## src/hdl/regex_macros.svh

```systemverilog
`ifndef REGEX_MACROS_SVH
`define REGEX_MACROS_SVH

// datapath widths
`define REGEX_PC_WIDTH        8
`define REGEX_CHAR_WIDTH      8
`define REGEX_MEM_WIDTH       16
`define REGEX_MEM_ADDR_WIDTH  11

// instruction layout, opcode on top of an 8-bit operand
`define REGEX_OPCODE_WIDTH    3
`define REGEX_INSTR_WIDTH     11

// opcode encodings
`define REGEX_OP_ACCEPT          3'd0
`define REGEX_OP_ACCEPT_PARTIAL  3'd1
`define REGEX_OP_SPLIT           3'd2
`define REGEX_OP_MATCH           3'd3
`define REGEX_OP_MATCH_ANY       3'd4
`define REGEX_OP_JMP             3'd5
`define REGEX_OP_END             3'd6

// continuation buffers hold 2**N entries
`define REGEX_FIFO_DEPTH_LOG2 2

`endif
```

## src/hdl/regex_pkg.sv

```systemverilog
`include "regex_macros.svh"

package regex_pkg;

    // operand field of an instruction
    // match reads it as a literal, jump and split as a target pc
    typedef union packed
    {
        logic [`REGEX_CHAR_WIDTH-1:0] character;
        logic [`REGEX_PC_WIDTH-1:0]   target;
    } regex_operand_u;

endpackage

```

## src/hdl/regex_cpu.sv

```systemverilog
`timescale 1ns/1ns
`include "regex_macros.svh"

module regex_cpu
    import regex_pkg::*;
(
    input  logic                              clk,
    input  logic                              reset,
    input  logic [`REGEX_CHAR_WIDTH-1:0]      current_character,
    input  logic                              input_pc_valid,
    input  logic [`REGEX_PC_WIDTH-1:0]        input_pc,
    output logic                              input_pc_ready,
    input  logic                              memory_ready,
    output logic [`REGEX_MEM_ADDR_WIDTH-1:0]  memory_addr,
    input  logic [`REGEX_MEM_WIDTH-1:0]       memory_data,
    output logic                              memory_valid,
    output logic                              output_pc_is_directed_to_current,
    output logic                              output_pc_valid,
    output logic [`REGEX_PC_WIDTH-1:0]        output_pc,
    input  logic                              output_pc_ready,
    output logic                              accepts,
    output logic                              running,
    output logic [`REGEX_FIFO_DEPTH_LOG2:0]   latency
);
    logic                                   fetch_valid;
    logic [`REGEX_PC_WIDTH-1:0]             fetch_pc;
    logic [`REGEX_OPCODE_WIDTH-1:0]         fetch_opcode;
    regex_operand_u                         fetch_operand;
    logic                                   exe_ready;
    logic                                   exe_busy;
    logic [1:0]                             push_valid;
    logic [1:0][`REGEX_PC_WIDTH-1:0]        push_pc;
    logic [1:0]                             push_current;
    logic [1:0]                             push_ready;
    logic [1:0]                             buf_valid;
    logic [1:0][`REGEX_PC_WIDTH-1:0]        buf_pc;
    logic [1:0]                             buf_current;
    logic [1:0]                             buf_pop;
    logic [1:0][`REGEX_FIFO_DEPTH_LOG2:0]   buf_count;

    regex_fetch u_fetch (
        .clk            (clk),
        .reset          (reset),
        .input_pc_valid (input_pc_valid),
        .input_pc       (input_pc),
        .input_pc_ready (input_pc_ready),
        .memory_ready   (memory_ready),
        .memory_data    (memory_data),
        .memory_valid   (memory_valid),
        .memory_addr    (memory_addr),
        .exe_ready      (exe_ready),
        .fetch_valid    (fetch_valid),
        .fetch_pc       (fetch_pc),
        .fetch_opcode   (fetch_opcode),
        .fetch_operand  (fetch_operand)
    );

    regex_execute u_execute (
        .clk               (clk),
        .reset             (reset),
        .current_character (current_character),
        .fetch_valid       (fetch_valid),
        .fetch_pc          (fetch_pc),
        .fetch_opcode      (fetch_opcode),
        .fetch_operand     (fetch_operand),
        .exe_ready         (exe_ready),
        .push_valid        (push_valid),
        .push_pc           (push_pc),
        .push_current      (push_current),
        .push_ready        (push_ready),
        .accepts           (accepts),
        .busy              (exe_busy)
    );

    // one continuation buffer per execute stage
    for (genvar i = 0; i < 2; i++)
    begin : g_buffer
        pc_fifo #(
            .DEPTH_LOG2 (`REGEX_FIFO_DEPTH_LOG2)
        ) u_pc_fifo (
            .clk          (clk),
            .reset        (reset),
            .push_valid   (push_valid[i]),
            .push_pc      (push_pc[i]),
            .push_current (push_current[i]),
            .push_ready   (push_ready[i]),
            .pop_valid    (buf_valid[i]),
            .pop_pc       (buf_pc[i]),
            .pop_current  (buf_current[i]),
            .pop_ready    (buf_pop[i]),
            .count        (buf_count[i])
        );
    end

    pc_arbiter u_arbiter (
        .clk         (clk),
        .reset       (reset),
        .in_valid    (buf_valid),
        .in_pc       (buf_pc),
        .in_current  (buf_current),
        .in_ready    (buf_pop),
        .out_valid   (output_pc_valid),
        .out_pc      (output_pc),
        .out_current (output_pc_is_directed_to_current),
        .out_ready   (output_pc_ready)
    );

    // status
    assign running = fetch_valid || exe_busy || (buf_valid != 2'b00);
    assign latency = buf_count[0] + buf_count[1];

endmodule

```

## src/hdl/pc_arbiter.sv

```systemverilog
`timescale 1ns/1ns
`include "regex_macros.svh"

module pc_arbiter (
    input  logic                             clk,
    input  logic                             reset,
    input  logic [1:0]                       in_valid,
    input  logic [1:0][`REGEX_PC_WIDTH-1:0]  in_pc,
    input  logic [1:0]                       in_current,
    output logic [1:0]                       in_ready,
    output logic                             out_valid,
    output logic [`REGEX_PC_WIDTH-1:0]       out_pc,
    output logic                             out_current,
    input  logic                             out_ready
);
    logic last;
    logic hold;
    logic hold_sel;
    logic pick;
    logic sel;

    // with both pending the one not served last goes first
    assign pick = (in_valid[0] && in_valid[1]) ? !last : in_valid[1];
    assign sel = hold ? hold_sel : pick;

    assign out_valid = in_valid[sel];
    assign out_pc = in_pc[sel];
    assign out_current = in_current[sel];
    assign in_ready[0] = out_ready && !sel;
    assign in_ready[1] = out_ready && sel;

    always_ff @(posedge clk)
    begin
        if (reset)
        begin
            last <= 1'b1;
            hold <= 1'b0;
            hold_sel <= 1'b0;
        end
        else
        begin
            // keep the offered entry until it is taken
            hold <= out_valid && !out_ready;
            hold_sel <= sel;
            if (out_valid && out_ready)
                last <= sel;
            else if (in_valid == 2'b00)
                last <= 1'b1; // idle, input 0 wins next
        end
    end

endmodule

```

## src/hdl/pc_fifo.sv

```systemverilog
`timescale 1ns/1ns
`include "regex_macros.svh"

module pc_fifo #(
    parameter int DEPTH_LOG2 = 2
)(
    input  logic                        clk,
    input  logic                        reset,
    input  logic                        push_valid,
    input  logic [`REGEX_PC_WIDTH-1:0]  push_pc,
    input  logic                        push_current,
    output logic                        push_ready,
    output logic                        pop_valid,
    output logic [`REGEX_PC_WIDTH-1:0]  pop_pc,
    output logic                        pop_current,
    input  logic                        pop_ready,
    output logic [DEPTH_LOG2:0]         count
);
    localparam int DEPTH = 1 << DEPTH_LOG2;

    logic [`REGEX_PC_WIDTH-1:0] mem_pc [DEPTH];
    logic                       mem_current [DEPTH];
    logic [DEPTH_LOG2-1:0]      wr_ptr;
    logic [DEPTH_LOG2-1:0]      rd_ptr;
    logic                       do_push;
    logic                       do_pop;

    assign push_ready = (count != DEPTH[DEPTH_LOG2:0]);
    assign pop_valid = (count != '0);
    assign pop_pc = mem_pc[rd_ptr];
    assign pop_current = mem_current[rd_ptr];
    assign do_push = push_valid && push_ready;
    assign do_pop = pop_valid && pop_ready;

    // pointers wrap naturally at the power-of-two depth
    always_ff @(posedge clk)
    begin
        if (reset)
        begin
            wr_ptr <= '0;
            rd_ptr <= '0;
            count <= '0;
        end
        else
        begin
            if (do_push)
                wr_ptr <= wr_ptr + 1'b1;
            if (do_pop)
                rd_ptr <= rd_ptr + 1'b1;
            if (do_push && !do_pop)
                count <= count + 1'b1;
            else if (do_pop && !do_push)
                count <= count - 1'b1;
        end
    end

    always_ff @(posedge clk)
    begin
        if (do_push)
        begin
            mem_pc[wr_ptr] <= push_pc;
            mem_current[wr_ptr] <= push_current;
        end
    end

endmodule

```

## src/hdl/regex_execute.sv

```systemverilog
`timescale 1ns/1ns
`include "regex_macros.svh"

module regex_execute
    import regex_pkg::*;
(
    input  logic                                clk,
    input  logic                                reset,
    input  logic [`REGEX_CHAR_WIDTH-1:0]        current_character,
    input  logic                                fetch_valid,
    input  logic [`REGEX_PC_WIDTH-1:0]          fetch_pc,
    input  logic [`REGEX_OPCODE_WIDTH-1:0]      fetch_opcode,
    input  regex_operand_u                      fetch_operand,
    output logic                                exe_ready,
    output logic [1:0]                          push_valid,
    output logic [1:0][`REGEX_PC_WIDTH-1:0]     push_pc,
    output logic [1:0]                          push_current,
    input  logic [1:0]                          push_ready,
    output logic                                accepts,
    output logic                                busy
);
    logic                           s1_valid;
    logic [`REGEX_PC_WIDTH-1:0]     s1_pc;
    logic [`REGEX_OPCODE_WIDTH-1:0] s1_opcode;
    regex_operand_u                 s1_operand;
    logic                           s2_valid;
    logic [`REGEX_PC_WIDTH-1:0]     s2_target;
    logic                           s1_push;
    logic                           s1_to_s2;
    logic                           s1_accepts;
    logic                           s2_free;
    logic                           s2_ok;
    logic                           s1_advance;
    logic                           s2_advance;

    // stage 1 decode
    always_comb
    begin
        s1_push = 1'b0;
        s1_to_s2 = 1'b0;
        s1_accepts = 1'b0;
        push_pc[0] = s1_pc + 1'b1;
        push_current[0] = 1'b1;
        if (s1_valid)
        begin
            case (s1_opcode)
                `REGEX_OP_ACCEPT:
                    s1_accepts = (current_character == '0);
                `REGEX_OP_ACCEPT_PARTIAL:
                    s1_accepts = 1'b1;
                `REGEX_OP_SPLIT:
                begin
                    s1_push = 1'b1;
                    s1_to_s2 = 1'b1;
                end
                `REGEX_OP_MATCH:
                begin
                    s1_push = (current_character == s1_operand.character);
                    push_current[0] = 1'b0;
                end
                `REGEX_OP_MATCH_ANY:
                begin
                    s1_push = 1'b1;
                    push_current[0] = 1'b0;
                end
                `REGEX_OP_JMP:
                begin
                    s1_push = 1'b1;
                    push_pc[0] = s1_operand.target;
                end
                default:
                    s1_push = 1'b0; // end and unknown codes just retire
            endcase
        end
    end

    // stage 2 only ever holds the second half of a split
    assign push_valid[1] = s2_valid;
    assign push_pc[1] = s2_target;
    assign push_current[1] = 1'b1;

    // stall chain
    assign s2_advance = s2_valid && push_ready[1];
    assign s2_free = !s2_valid || s2_advance;
    assign s2_ok = !s1_to_s2 || s2_free;
    assign push_valid[0] = s1_push && s2_ok;
    assign s1_advance = s1_valid && s2_ok && (!s1_push || push_ready[0]);
    assign exe_ready = !s1_valid || s1_advance;

    assign accepts = s1_accepts;
    assign busy = s1_valid || s2_valid;

    always_ff @(posedge clk)
    begin
        if (reset)
        begin
            s1_valid <= 1'b0;
            s2_valid <= 1'b0;
        end
        else
        begin
            if (s1_advance && s1_to_s2)
                s2_valid <= 1'b1;
            else if (s2_advance)
                s2_valid <= 1'b0;
            if (exe_ready)
                s1_valid <= fetch_valid;
        end
    end

    always_ff @(posedge clk)
    begin
        if (exe_ready)
        begin
            s1_pc <= fetch_pc;
            s1_opcode <= fetch_opcode;
            s1_operand <= fetch_operand;
        end
        if (s1_advance && s1_to_s2)
            s2_target <= s1_operand.target;
    end

endmodule

```

## src/hdl/regex_fetch.sv

```systemverilog
`timescale 1ns/1ns
`include "regex_macros.svh"

module regex_fetch
    import regex_pkg::*;
(
    input  logic                             clk,
    input  logic                             reset,
    input  logic                             input_pc_valid,
    input  logic [`REGEX_PC_WIDTH-1:0]       input_pc,
    output logic                             input_pc_ready,
    input  logic                             memory_ready,
    input  logic [`REGEX_MEM_WIDTH-1:0]      memory_data,
    output logic                             memory_valid,
    output logic [`REGEX_MEM_ADDR_WIDTH-1:0] memory_addr,
    input  logic                             exe_ready,
    output logic                             fetch_valid,
    output logic [`REGEX_PC_WIDTH-1:0]       fetch_pc,
    output logic [`REGEX_OPCODE_WIDTH-1:0]   fetch_opcode,
    output regex_operand_u                   fetch_operand
);
    logic                           rec_valid;
    logic                           rec_has_to_save;
    logic [`REGEX_PC_WIDTH-1:0]     rec_pc;
    logic [`REGEX_OPCODE_WIDTH-1:0] rec_opcode;
    regex_operand_u                 rec_operand;
    logic [`REGEX_INSTR_WIDTH-1:0]  mem_instr;
    logic                           rec_advance;
    logic                           send_ok;
    logic                           send_fire;

    // send stage, only requests when the receive slot can take the word
    assign rec_advance = rec_valid && exe_ready;
    assign send_ok = input_pc_valid && (!rec_valid || rec_advance);
    assign send_fire = send_ok && memory_ready;
    assign memory_valid = send_ok;
    assign input_pc_ready = send_fire;
    assign memory_addr = {{(`REGEX_MEM_ADDR_WIDTH - `REGEX_PC_WIDTH){1'b0}}, input_pc};

    // receive stage, memory word is only present right after the handshake
    assign mem_instr = memory_data[`REGEX_INSTR_WIDTH-1:0];
    assign fetch_valid = rec_valid;
    assign fetch_pc = rec_pc;
    assign fetch_opcode = rec_has_to_save
        ? mem_instr[`REGEX_INSTR_WIDTH-1 -: `REGEX_OPCODE_WIDTH] : rec_opcode;
    assign fetch_operand = rec_has_to_save
        ? mem_instr[`REGEX_CHAR_WIDTH-1:0] : rec_operand;

    always_ff @(posedge clk)
    begin
        if (reset)
        begin
            rec_valid <= 1'b0;
            rec_has_to_save <= 1'b0;
        end
        else
        begin
            rec_has_to_save <= send_fire;
            if (send_fire)
                rec_valid <= 1'b1;
            else if (rec_advance)
                rec_valid <= 1'b0;
        end
    end

    // slot keeps the captured instruction while execute stalls
    always_ff @(posedge clk)
    begin
        if (send_fire)
            rec_pc <= input_pc;
        rec_opcode <= fetch_opcode;
        rec_operand <= fetch_operand;
    end

endmodule

```

## config.mk

```make
export PLATFORM = sky130hd
export DESIGN_NAME = regex_cpu
export DESIGN_NICKNAME = d
export VERILOG_FILES = /design/src/hdl/regex_pkg.sv /design/src/hdl/regex_cpu.sv /design/src/hdl/pc_arbiter.sv /design/src/hdl/pc_fifo.sv /design/src/hdl/regex_execute.sv /design/src/hdl/regex_fetch.sv
export VERILOG_INCLUDE_DIRS = /design/src /design/src/hdl
export SDC_FILE = /design/constraint.sdc
export NUM_CORES = 1
export LEC_CHECK = 0
export ABC_AREA = 1
export BUFFER_PORTS_ARGS = -buffer_cell sky130_fd_sc_hd__buf_2
export CAP_MARGIN = 20
export CORE_ASPECT_RATIO = 0.6
export CORE_MARGIN = 10
export CORE_UTILIZATION = 58
export CTS_BUF_LIST = sky130_fd_sc_hd__clkbuf_16
export CTS_CLUSTER_SIZE = 14
export DETAILED_ROUTE_END_ITERATION = 10
export PLACE_DENSITY = 0.88
export RECOVER_POWER = 100
export SLEW_MARGIN = 0
export SYNTH_ARGS = -nofsm -noshare
export SYNTH_HDL_FRONTEND = slang
export SYNTH_SLANG_ARGS = --single-unit
```

## constraint.sdc

```tcl
create_clock -name clk -period 2.7 [get_ports clk]
set_input_delay 0.27 -clock clk [delete_from_list [all_inputs] [get_ports clk]]
set_output_delay 0.27 -clock clk [all_outputs]
set_load 0.05 [all_outputs]
```

# Word-level counts from Yosys, hierarchy flattened
# Memories as Yosys holds them, arrays and structs flattened. A register that Yosys moved wholly into a read port is not among the register bits.
# Index checks and enable logic that the tools add are counted.
# word_totals
regBits,67
elab_cells,135
in_bits,37
ram_bits,68
output_inout_bits,28
n_memories,3
# classes
magnitude_cmp,1
muxes,40
n_addsub,10
n_reduce_logical,53
n_eq_ne,8
# memory_table
memory,depth,word_bits,read_ports,rd_ports_with_merged_regs,write_ports,line,rtl
g_buffer[0].u_pc_fifo.mem_pc,4,8,1,1,1,pc_fifo.sv:21,logic [`REGEX_PC_WIDTH-1:0] mem_pc [DEPTH];
g_buffer[1].u_pc_fifo.mem_pc,4,8,1,1,1,pc_fifo.sv:21,
g_buffer[0].u_pc_fifo.mem_current,4,1,1,1,1,pc_fifo.sv:22,logic mem_current [DEPTH];
# ops
op,count
8-bit 2-to-1 mux,5
1-bit 2-to-1 mux,22
1-bit logical AND,20
3-bit 2-to-1 mux,5
1-bit logical NOT,12
2-bit 2-to-1 mux,6
2-bit nonzero test,6
2-bit by 1-bit adder with 2-bit output (second input constant),4
8-bit by 1-bit adder with 8-bit output (second input constant),1
8-bit equality test,1
8-bit logical NOT,1
1-bit logical OR,8
3-bit by 1-bit adder with 3-bit output (second input constant),2
3-bit by 2-bit equality test with 1-bit output (second input constant),2
3-bit equality test (second input constant),2
3-bit inequality test (second input constant),2
3-bit nonzero test,2
3-bit by 1-bit subtractor with 3-bit output (second input constant),2
1-bit one-hot mux with 2 select lines,2
3-bit adder,1
3-bit by 1-bit equality test with 1-bit output (second input constant),1
3-bit logical NOT,1
3-bit OR reduction,1
2-bit logical NOT,1
2 further kinds,2

# Logic depth before layout (Yosys ltp)
# Gate-level depths: netlist of the first run.
# logic_depth
ltp_word,13
mapped_depth,16
ltp_nobuf,16

# Cells and area by module
# From an unflattened synthesis of the first run, not the netlist that was laid out.
# unflattened
cells_unflattened,588
area_unflattened_um2,6457.4
# by_module_without_submodules
mod,instances,cells_per_inst,seq_area_each_um2,area_each_um2
pc_fifo,2,154,1261.2,1948.1
regex_execute,1,129,850.8,1366.3
regex_fetch,1,81,500.5,823.3
pc_arbiter,1,56,60.1,290.3
regex_cpu,1,14,0.0,81.3

# Least setup slack after synthesis of the first run
# OpenSTA, ideal clock, no wires.
# synth_timing
kind,input to output
from,in current_character[0]
to,out accepts
arrival_ns,2.065
n_path_buf,0
path_stages,3
required_ns,2.430
path_slack_ns,0.365
path_cell_list,nor4_1 a21oi_1 nor4_1
# synth_via
elab_chain_cells,3
# synth_rtl
item,line,rtl
start: declaration,regex_cpu.sv:9,"input logic [`REGEX_CHAR_WIDTH-1:0] current_character,"
8-bit logical NOT,regex_execute.sv:48,s1_accepts = (current_character == '0);
1-bit one-hot mux with 2 select lines,regex_execute.sv:46,case (s1_opcode)
1-bit 2-to-1 mux,regex_execute.sv:44,if (s1_valid)
end: declaration,regex_cpu.sv:21,"output logic accepts,"
# Every way passes these cells.

# Final worst setup path of the first run
# layout_timing
from,reg g_buffer[1].u_pc_fifo.count[1]
to,out output_pc[1]
# layout_via
elab_chain_cells,6
# layout_rtl
item,line,rtl
start: declaration,pc_fifo.sv:17,output logic [DEPTH_LOG2:0] count
start signal: assignment,pc_fifo.sv:51,count <= count + 1'b1;
start signal: assignment,pc_fifo.sv:53,count <= count - 1'b1;
3-bit nonzero test *,pc_fifo.sv:29,assign pop_valid = (count != '0);
1-bit logical AND,pc_arbiter.sv:23,assign pick = (in_valid[0] && in_valid[1]) ? !last : in_valid[1];
1-bit 2-to-1 mux *,pc_arbiter.sv:23,
1-bit 2-to-1 mux *,pc_arbiter.sv:24,assign sel = hold ? hold_sel : pick;
8-bit 2-to-1 mux (implied by the code) * (2 in a row),pc_arbiter.sv:27,assign out_pc = in_pc[sel];
end: declaration,regex_cpu.sv:19,"output logic [`REGEX_PC_WIDTH-1:0] output_pc,"
# Every way passes the cells marked *; elsewhere a longest branch is shown, timed or not. The select of a mux whose other input is x is not followed.

==> metrics.md, run 1 <==
| Metric | Value |
|---|---|
| FP Rows | 28 |
| Core Footprint | 9880 um2 |
| Cells along the critical path | inv_1 > nand3_2 > nand3_1 > o21ai_4 > inv_4 > nor2_1 > a31oi_2 > buf_2 |
| Post-route ant nets | 0 |
| Max IR drop VDD | ~0.00066 V |
| Synth area leaders | edfxtp_1 (52%), dfxtp_1 (12%), nor2_1 (5.7%) |
| Worst slew margin | 0.353 |
| Reg2Reg Depth | 14 |
| Worst Max-Slew Pin Slew | 0.970 ns |
| Grt ovf | 0 |
| Comb power frac | 0.206 |
| Final RePlAce weighted congestion | 0.827 |
| WHS Endpoint | u_fetch.fetch_pc[5] |
| Initial antenna violation count | 0 |
| Clk buf depth | 2 |
| Vias per cell | 5.42 |
| CP Max Fanout | 20 |
| Register share of total power | 0.433 |
| Layout fillers | 706 |
| P_sw | about 1.8 mW |
| Reg-to-reg critical path endpoint | g_buffer[0].u_pc_fifo.count[2] |
| Initial DRC count | 359 |
| Flop-to-flop setup slack | between 0.2 and 0.25 ns |
| Final hold violation count | 0 |
| First-pass GRT wire length | about 19 mm |
| CTS tree | yes |
| Top-level I/O count | 65 |
| Synth unique cells | 36 |
| Total CTS buffers | 17 |
| Number of port buffers | 56 |
| Worst Min Path Start | input_pc[5] |
| Post-synthesis cell count | 507 |
| CP endpoint kind | primary output |
| TritonRoute pass-1 iters | 5 |
| Cts hold-fix bufs | 0 |
| Routed Wire Length | approximately 12 mm |
| Crit path arrival time | 2.25 ns |
| Clock root buffer | clkbuf_16 |
| Worst r2r src | u_execute.s1_operand[6] |
| HPWL after detailed placement | 8.55 mm |
| Main flop type after synthesis | edfxtp_1 |
| Mapped cell area | 5910 um2 |
| Drt wl/cell | 16.9 um |
| Top-count cell post-synth | edfxtp_1 |
| Die Area | 14,800 um2 |
| CTS sink count | 139 |
| Startpoint types | flip-flop |
| Synth area leader | edfxtp_1 |
| Hold depth | 1 |
| Sw frac | 0.307 |
| Tcrit/Tclk final | 0.934 |
| Outcome | complete, no violations |
| Crit path time final | 2.52 ns |
| GRT Total Usage | 0.168 |
| Fmax | 397 MHz |
| Ys async rst share | 0 |
| Die width | approximately 150 um |
| Worst Hold Class | primary input to flip-flop |
| Yosys top cell area share | 0.524 |
| Share of post-route cells with drive strength above 1 | 0.169 |
| Post-Layout Cell Count | ~720 |
| Clock power frac | 0.361 |
| RSZ-0062 raised after global routing | true |
| Most frequent cells after synthesis | edfxtp_1 (103), nor2_1 (89), inv_1 (54) |
| Syn_area_per_cell | 11.7 um2 |
| Synth Register Bits | roughly 140 |
| Critical path class | flip-flop to primary output |
| DR DRC count | 0 |
| Worst-path clk slew | 0.06 ns |
| Skew-Pair Late Insertion Delay | 0.41 ns |
| Required time of the critical path | 2.43 ns |
| Seq/Total Area, Yosys | 0.645 |
| Top Family by Delay on Critical Path | buffers and inverters |
| Number of H-tree levels | 4 |
| Pwr dens | about 880 nW/um2 |
| Max cap viols | 0 |
| Antenna cells | 0 |
| Final Skew | 0.00625 ns |
| Number of global-route vias before repair | just under 4,000 |
| Final Net Count | 619 |
| Routed vias | 3,877 |
| Pins Over Slew Limit | 0 |
| Leak Pwr | between 2 and 3 nW |
| Crit-path max cell delay | 0.33 ns |
| Placed cell count | 682 |
| Final setup TNS | 0 ns |
| Area grow syn2layout | 14.6% |
| Finish-stage setup viols | 0 |
| WP buf/inv | 3 |
| Die Y-Extent | 98.2 um |
| Warnings, synthesis | 0 |
| P_int | 4.13 mW |
| Starting density of the core | 0.598 |
| Worst path slowest cell | dfxtp_1 |
| Largest net degree at the start of global routing | 21 |
| Post-synth EDFFs | 103 |
-- through the flow --
| step | area (um2) | worst slack [ns] | total power, mW | hold slack, ns | util |
|---|---|---|---|---|---|
| global route | 6770 | -0.0318 | 6.21 | 0.0259 | 0.686 |
| floorplan | 5920 | 0.365 | 3.56 | 0.340 | - |
| detailed placement | 6250 | 0.304 | 3.86 | 0.405 | 0.633 |
| CTS | 6810 | 0.00578 | 6.02 | 0.0212 | 0.689 |
| finish | 6770 | 0.178 | 5.96 | 0.0415 | 0.686 |
| global placement | 6250 | 0.365 | 3.81 | 0.409 | 0.633 |
-- cells in the final DEF (no fill, tap or decap), drive strengths merged, types with 7 or more instances in the layout --
cell type  count
edfxtp       103
nor2          92
inv           56
clkbuf        48
o21ai         46
dfxtp         36
nand2         36
buf           33
a21oi         23
nand3         14
ha            12
mux2          12
o32ai          8
a31oi          8
clkinv         8
xnor2          7
-- cell families after synthesis --
logic type	count (synthesis)	synth area share
flops	139	0.645
mux	12	0.0229
buf+inv	82	0.0650
compound gates	86	0.0906
xor+xnor	13	0.0193
other cells	1	0.000635
fa+ha+maj	15	0.0356
simple gates	159	0.121
-- cell type report --
class                   count  area [um2]  share of cell area
flip-flops and latches    139        3810               0.563
multi-input cells         288        1700               0.251
clock buffers              17         425              0.0628
repair buffers             64         304              0.0449
inverters                  57         224              0.0331
well taps                 135         169              0.0249
clock inverters            15         134              0.0198
-- worst register-to-register path, delay by kind of cell (launching register included) --
kind                       cells  cell delay (ns)
and+or+nand+nor                5             0.54
adders and majority gates      2             0.52
AOI/OAI and AO/OA              4             0.49
DFF                            1             0.46
xor gates and xnor gates       1             0.20
buffers and inverters          2             0.16
-- power by group through the flow --
stage                     Combinational, mW  Sequential [mW]  Clock, mW
after floorplan                       0.998             2.57          0
after global placement                 1.21             2.61          0
after detailed placement               1.24             2.62          0
after CTS                              1.25             2.58       2.18
after global routing                   1.34             2.60       2.28
final                                  1.23             2.58       2.15
-- layer usage --
layer	vias up	wire (um)	share of wire	global-route usage
met3	16	1140	0.094	0.0705
met5	-	0	0	0
met2	158	5560	0.46	0.259
li1	1858	-	-	-
met4	0	173	0.014	0.0610
met1	1845	5200	0.43	0.208
-- state kept, by name (all words and copies together) (netlist names), named ones only --
signal and flops:
g_buffer.u_pc_fifo.count 6, g_buffer.u_pc_fifo.mem_current 4, g_buffer.u_pc_fifo.mem_pc 64, g_buffer.u_pc_fifo.rd_ptr 4
g_buffer.u_pc_fifo.wr_ptr 4, u_arbiter.hold 1, u_arbiter.hold_sel 1, u_arbiter.last 1
u_execute.s1_opcode 3, u_execute.s1_operand 8, u_execute.s1_pc 8, u_execute.s1_valid 1
u_execute.s2_target 8, u_execute.s2_valid 1, u_fetch.fetch_pc 8, u_fetch.fetch_valid 1
u_fetch.rec_has_to_save 1, u_fetch.rec_opcode 3, u_fetch.rec_operand 8
-- worst max-delay path by stage --
stage | start | end | slack [ns] | cells after the start
after floorplan | current_character[0] | accepts | 0.36 | 3
after global placement | u_execute.s1_operand[6] | g_buffer[0].u_pc_fifo.count[2] | 0.37 | 14
after detailed placement | u_execute.s1_operand[6] | g_buffer[0].u_pc_fifo.count[2] | 0.30 | 14
after CTS | g_buffer[1].u_pc_fifo.count[0] | input_pc_ready | 0.006 | 9
after global routing | u_execute.s1_operand[1] | g_buffer[0].u_pc_fifo.count[2] | -0.03 | 16
final | g_buffer[1].u_pc_fifo.count[1] | output_pc[1] | 0.18 | 8
-- timing repair --
action                     CTS  global route
resized for setup            0             5
buffers inserted             0             1
setup endpoints to repair    0             8
Power figures use the tool's default switching activity.
==> inputs of run 2 (changes only) <==
HOLD_SLACK_MARGIN = 0.12   (was unset)
==> run 2 against run 1 <==
  * Power grew 0.70%
  * Global-route usage rose by 0.69 points
  * Cell count is 2.8% higher
  * Die area unchanged
  * Largest power group unchanged
  * Highest routed layer unchanged
  * Routed wire length rose by 5.0%
  * First-iteration DRC count shrank 9.7%
  * Sequential share of layout area down 1.5 points
  * Critical path depth is the same
  * Combinational power about the same
  * Largest cell class unchanged
  * Core utilization grew 1.9 points
==> metrics.md, run 2 (synthesis gave the netlist of run 1 again) <==
| Metric | Value |
|---|---|
| Crit path time final | 2.57 ns |
| Placed cell count | 682 |
| Required time of the critical path | 2.43 ns |
| Startpoint types | flip-flop |
| WHS Endpoint | u_fetch.rec_has_to_save |
| Final setup TNS | 0 ns |
| Top Family by Delay on Critical Path | buffers and inverters |
| Fmax | between 300 and 400 MHz |
| Max reg flops | 64 |
| Worst Max-Slew Pin Slew | roughly 0.98 ns |
| CP Max Fanout | 20 |
| Die Y-Extent | 98.2 um |
| Tcrit/Tclk final | 0.954 |
| Routed Wire Length | 12.7 mm |
| Critical path class | flip-flop to primary output |
| Worst path slowest cell | dfxtp_1 |
| FP Rows | 28 |
| Post-Layout Cell Count | 735 |
| Crit path arrival time | 2.30 ns |
| Worst Hold Class | primary input to flip-flop |
| Starting density of the core | 0.598 |
| HPWL after detailed placement | between 8 and 9 mm |
| Antenna cells | 0 |
| Total power | 6.00 mW |
| Initial antenna violation count | 0 |
| TritonRoute pass-1 iters | 5 |
| Die Area | ~15,000 um2 |
| Most common cell after layout, fill and taps aside | edfxtp_1 |
| Final Skew | 0.00836 ns |
| Flop-to-flop setup slack | 0.21 ns |
| Core Footprint | 9880 um2 |
| Pins Over Slew Limit | 0 |
| Max cap viols | 0 |
| Area grow syn2layout | 17.8% |
| Commonest cells after routing, fill and taps aside | edfxtp_1 (103), nor2_1 (89), inv_1 (53), o21ai_0 (44), dfxtp_1 (36) |
| Worst Min Path Start | reset |
| Worst-path clk slew | 0.06 ns |
| DR DRC count | 0 |
| WP buf/inv | 3 |
| Worst Setup Slack, final | 0.125 ns |
| Setup slack at placement | a little over 0.3 ns |
| Hold depth | 2 |
| Post-route ant nets | 0 |
| Reg-to-reg critical path endpoint | g_buffer[0].u_pc_fifo.count[2] |
| CP endpoint kind | primary output |
| Reg2Reg Depth | 14 |
| Hold Slack | 0.180 ns |
| Outcome | complete, no violations |
| GRT Total Usage | 0.175 |
| CTS tree | yes |
| Total CTS buffers | 17 |
| Finish-stage setup viols | 0 |
| First-pass GRT wire length | around 20 mm |
| Worst r2r src | u_execute.s1_operand[6] |
| RSZ-0062 raised after global routing | true |
| Share of post-route cells with drive strength above 1 | 0.155 |
| Max IR drop VDD | 0.000675 V |
| Number of H-tree levels | 4 |
| Worst slew margin | 0.345 |
| CTS sink count | 139 |
| Largest net degree at the start of global routing | 21 |
| Top-level I/O count | 65 |
| Final Net Count | 639 |
| Routed vias | 4,012 |
| Cells along the critical path | inv_1 > nand3_2 > nand3_1 > o21ai_4 > inv_4 > nor2_1 > a31oi_1 > buf_2 |
| Initial DRC count | 324 |
| Pwr dens | about 860 nW/um2 |
| Grt ovf | 0 |
| Leak Pwr | 2.62 nW |
| Vias per cell | 5.46 |
| Final RePlAce weighted congestion | ~0.83 |
| Die width | roughly 150 um |
| Clock root buffer | clkbuf_16 |
| Number of global-route vias before repair | 3,999 |
| Crit-path max cell delay | 0.33 ns |
| Largest Register | g_buffer.u_pc_fifo.mem_pc |
| Clk buf depth | 2 |
| Drt wl/cell | 17.2 um |
| Skew-Pair Late Insertion Delay | 0.42 ns |
| Number of port buffers | 56 |
| Final hold violation count | 0 |
[run 2: routing by layer]
layer	wire, um	up-vias	share of wire	track usage
li1	-	1899	-	-
met1	5320	1906	0.42	0.210
met2	5820	184	0.46	0.273
met5	0	-	0	0
met4	219	0	0.017	0.0662
met3	1320	23	0.10	0.0783
[run 2: worst register-to-register path, stage by stage (launching register included)]
cell      delay [ns]
edfxtp_1        0.46
xnor2_1         0.20
nand2_1         0.07
nor2_1          0.10
nand3_1         0.10
nand2_1         0.11
nand3_2         0.16
inv_1           0.10
ha_1            0.14
inv_1           0.07
fa_1            0.38
a21oi_1         0.14
o21ai_0         0.13
o21ai_1         0.17
a21oi_1         0.05
[run 2: where the power goes]
group          switching (mW)  internal [mW]  total, mW
clock network           0.837           1.33       2.17
registers               0.125           2.46       2.58
logic                   0.897          0.352       1.25
total                    1.86           4.14       6.00
[run 2: layout make-up]
| class | count | area [um2] |
|---|---|---|
| tap | 135 | 169 |
| clock inverter | 15 | 134 |
| fill | 686 | 2920 |
| clock buffer | 17 | 425 |
| sequential | 139 | 3810 |
| inverter | 57 | 224 |
| multi-input combinational | 288 | 1700 |
| timing repair buffer | 84 | 499 |
[run 2: repair_timing]
item / in CTS / in global routing
setup buffers: 0 / 1
endpoints found under the hold margin: 20 / 0
gates resized for setup: 0 / 5
endpoints found under the setup margin: 0 / 8
hold buffers: 20 / 0
[run 2: how the worst max path moves through the flow]
stage,slack [ns],cells after the start,from,end
5_1_grt,-0.03,16,u_execute.s1_operand[1],g_buffer[0].u_pc_fifo.count[2]
3_3_place_gp,0.37,14,u_execute.s1_operand[6],g_buffer[0].u_pc_fifo.count[2]
3_5_place_dp,0.30,14,u_execute.s1_operand[6],g_buffer[0].u_pc_fifo.count[2]
6_report,0.13,8,g_buffer[1].u_pc_fifo.count[1],output_pc[1]
4_1_cts,0.006,9,g_buffer[1].u_pc_fifo.count[0],input_pc_ready
2_1_floorplan,0.36,3,current_character[0],accepts
[run 2: stage by stage]
step / cell area, um2 / utilization
finish: 6960 / 0.705
global route: 6960 / 0.705
CTS: 7010 / 0.709
detailed placement: 6250 / 0.633
global placement: 6250 / 0.633
floorplan: 5920 / -
==> inputs of run 3 (changes only) <==
CORE_UTILIZATION = 60   (was 58)
PLACE_DENSITY = 0.9   (was 0.88)
SYNTH_HIERARCHICAL = 1   (was unset)
clock period = 3.1 ns   (was 2.7 ns; I/O delays follow)
==> run 3 against run 2 <==
  * Sequential share of layout area down 1.6 points
  * Synthesized cell count up 16%
  * Via count up 11%
  * Synthesized area up 9.3%
  * Die area up 4.7%
  * Core utilization down 0.13 points
  * Largest cell class unchanged
  * Count of clock-buffer cells in the layout unchanged
  * Critical path depth up 5
  * Largest power group unchanged
  * Non-clock buffer count down 7
  * Critical path type unchanged
  * Clock skew up 0.0015 ns
  * Register-to-register slack better by 0.07 ns
  * Final area up 6.3%
==> metrics.md, run 3 <==
| Metric | Value |
|---|---|
| Outcome | complete, no violations |
| Clock power frac | 0.364 |
| Skew-Pair Late Insertion Delay | 0.42 ns |
| Post-cts resize count | 0 |
| Worst slew margin | 0.304 |
| Drt wl/cell | ~17 um |
| Die width | 154 um |
| Clk buf depth | 2 |
| Post-synthesis cell count | 588 |
| Cells along the critical path | inv_1 > nand3_4 > inv_1 > nand2_1 > nor3_1 > nor2_1 > nand2_2 > nand2_1 > inv_1 > nand2_1 > nand3_1 > inv_1 > buf_2 |
| CP endpoint kind | primary output |
| Post-CTS Setup Bufs | 0 |
| Top-level I/O count | 65 |
| RSZ-0062 raised after global routing | false |
| Main flop type after synthesis | edfxtp_1 |
| Initial antenna violation count | 0 |
| Fmax | 346 MHz |
| Worst r2r src | g_buffer[0].u_pc_fifo/count[1] |
| Largest Register | g_buffer.u_pc_fifo/mem_pc |
| CP Max Fanout | 9 |
| Seq/Total Area, Yosys | 0.609 |
| Share of post-route cells with drive strength above 1 | 0.182 |
| Number of H-tree levels | 4 |
| DR DRC count | 0 |
| Total power | 5.67 mW |
| P_int | 3.74 mW |
| First-pass GRT wire length | between 20 and 25 mm |
| Ys async rst share | 0 |
| Most frequent cells after synthesis | edfxtp_1 (107), nand2_1 (97), inv_1 (74) |
| Core Footprint | 10,500 um2 |
| Startpoint types | flip-flop |
| Synth area leaders | edfxtp_1 (50%), dfxtp_1 (11%), nand2_1 (5.6%) |
| Post-route ant nets | 0 |
| Pins Over Slew Limit | 0 |
| Commonest cells after routing, fill and taps aside | edfxtp_1 (107), nand2_1 (98), inv_1 (75), nor2_1 (56), o21ai_0 (52) |
| Most common cell after layout, fill and taps aside | edfxtp_1 |
| Worst-path clk slew | about 0.06 ns |
| Post-route cell area | 7400 um2 |
| Mapped cell area | 6460 um2 |
| Number of port buffers | 56 |
| Most used cell, CP | inv_1 |
| Synth unique cells | 36 |
| GRT Total Usage | 0.186 |
| Final RePlAce weighted congestion | 0.826 |
| Cts hold-fix bufs | 16 |
| P_sw | a little under 2 mW |
| Starting density of the core | 0.614 |
| Grt ovf | 0 |
| Tcrit/Tclk final | 0.933 |
| CTS sink count | 143 |
| Worst Min Path Start | memory_data[1] |
| Top-count cell post-synth | edfxtp_1 |
| Vias per cell | around 5.5 |
| Die Area | 15,400 um2 |
| CTS tree | yes |
| TritonRoute pass-1 iters | 5 |
| HPWL after detailed placement | slightly below 10 mm |
| Pwr dens | roughly 770 nW/um2 |
| Layout fillers | 718 |
| Synth Register Bits | 143 |
| Worst Hold Class | primary input to flip-flop |
| Crit path arrival time | approximately 2.6 ns |
| Crit-path max cell delay | approximately 0.40 ns |
| Leak Pwr | 2.92 nW |
| Total CTS buffers | 17 |
| Synth area leader | edfxtp_1 |
| Beginning of the critical path | g_buffer[1].u_pc_fifo/count[1] |
| Routed vias | 4,452 |
| Post-synth EDFFs | 107 |
| Register share of total power | 0.413 |
| Initial DRC count | 397 |
| Area grow syn2layout | 14.6% |
| Final hold violation count | 0 |
| Number of global-route vias before repair | 4,653 |
| Final Skew | between 0.009 and 0.01 ns |
| Final setup TNS | 0 ns |
| Final Net Count | 714 |
| Syn_area_per_cell | ~11 um2 |
| Crit path time final | 2.89 ns |
| Max reg flops | 64 |
| Sw frac | 0.341 |
| FP Rows | 29 |
| Worst Max-Slew Pin Slew | between 1 and 1.5 ns |
| Reg2Reg Depth | 13 |
| Setup slack at placement | about 0.38 ns |
| Hold depth | 3 |
| Max cap viols | 0 |
| Critical path class | flip-flop to primary output |
| Required time of the critical path | 2.79 ns |
| Clock root buffer | clkbuf_16 |
| Warnings, synthesis | 6 |
| Antenna cells | 0 |
| Die Y-Extent | approximately 100 um |
| Worst Setup Slack, final | ~0.21 ns |
| Finish-stage setup viols | 0 |
| Comb power frac | 0.223 |
| Worst path slowest cell | dfxtp_1 |
| Yosys top cell area share | 0.498 |
| Max IR drop VDD | 0.000519 V |
| Placed Area | 6730 um2 |
| Largest net degree at the start of global routing | 23 |
| Routed Wire Length | 14.2 mm |
run 3: cell types whose count changed in the layout (fill, tap and decap cells not counted), moves of 8 or more:
cell     delta
o32ai_1     -8
o21ai_0     +8
inv_6       +8
mux2_1     -10
nor2_1     -33
o22ai_2    +18
inv_1      +22
nor2_2     +15
nand2_1    +65
run 3: cell type report:
class                   instances  area (um2)  share of cell area
flip-flops and latches        143        3930               0.532
multi-input cells             339        1940               0.262
repair buffers                 77         428              0.0578
clock buffers                  17         425              0.0575
inverters                      84         330              0.0446
well taps                     139         174              0.0235
clock inverters                15         173              0.0233
run 3: layer usage:
metal | global-route usage | routed length (um)
met1 | 0.225 | 5890
met2 | 0.312 | 6930
met3 | 0.0598 | 1250
met4 | 0.0607 | 174
met5 | 0 | 0
run 3: stage by stage:
stage          utilization  hold slack [ns]  std cells
3_5_place_dp         0.639            0.415        766
5_1_grt              0.703            0.191        814
4_1_cts              0.711            0.145        814
3_3_place_gp         0.639            0.410        766
2_1_floorplan            -            0.372        590
6_report             0.703            0.162        814
run 3: power by group through the flow:
stage / clock network, mW / registers, mW / logic (mW)
final: 2.06 / 2.34 / 1.26
after floorplan: 0 / 2.31 / 1.07
after global routing: 2.17 / 2.36 / 1.38
after CTS: 2.08 / 2.34 / 1.29
after detailed placement: 0 / 2.38 / 1.26
after global placement: 0 / 2.37 / 1.20
run 3: critical path: cells and delay by family (launching register included):
kind                   cells  cell delay, ns
buffers and inverters      5            0.89
AND/OR/NAND/NOR            8            0.87
flip-flops                 1            0.40
run 3: path summary, 6_finish.rpt:
| check | slack (ns) | to |
|---|---|---|
| max | 0.21 | input_pc_ready |
| min | 0.16 | u_fetch/rec_operand[1] |
| max reg2reg | 0.28 | g_buffer[1].u_pc_fifo/count[1] |
| min reg2reg | 0.43 | u_execute/s1_pc[1] |
run 3: logic make-up (layout without fill, tap and decap cells):
logic type / after synthesis / count (layout) / share of synthesized area
simple gates: 215 / 215 / 0.155
flops: 143 / 143 / 0.609
buf+inv: 108 / 193 / 0.0866
compound gates: 95 / 95 / 0.101
fa+ha+maj: 15 / 15 / 0.0326
xor+xnor: 9 / 9 / 0.0122
other cells: 2 / 4 / 0.00116
mux: 1 / 1 / 0.00174
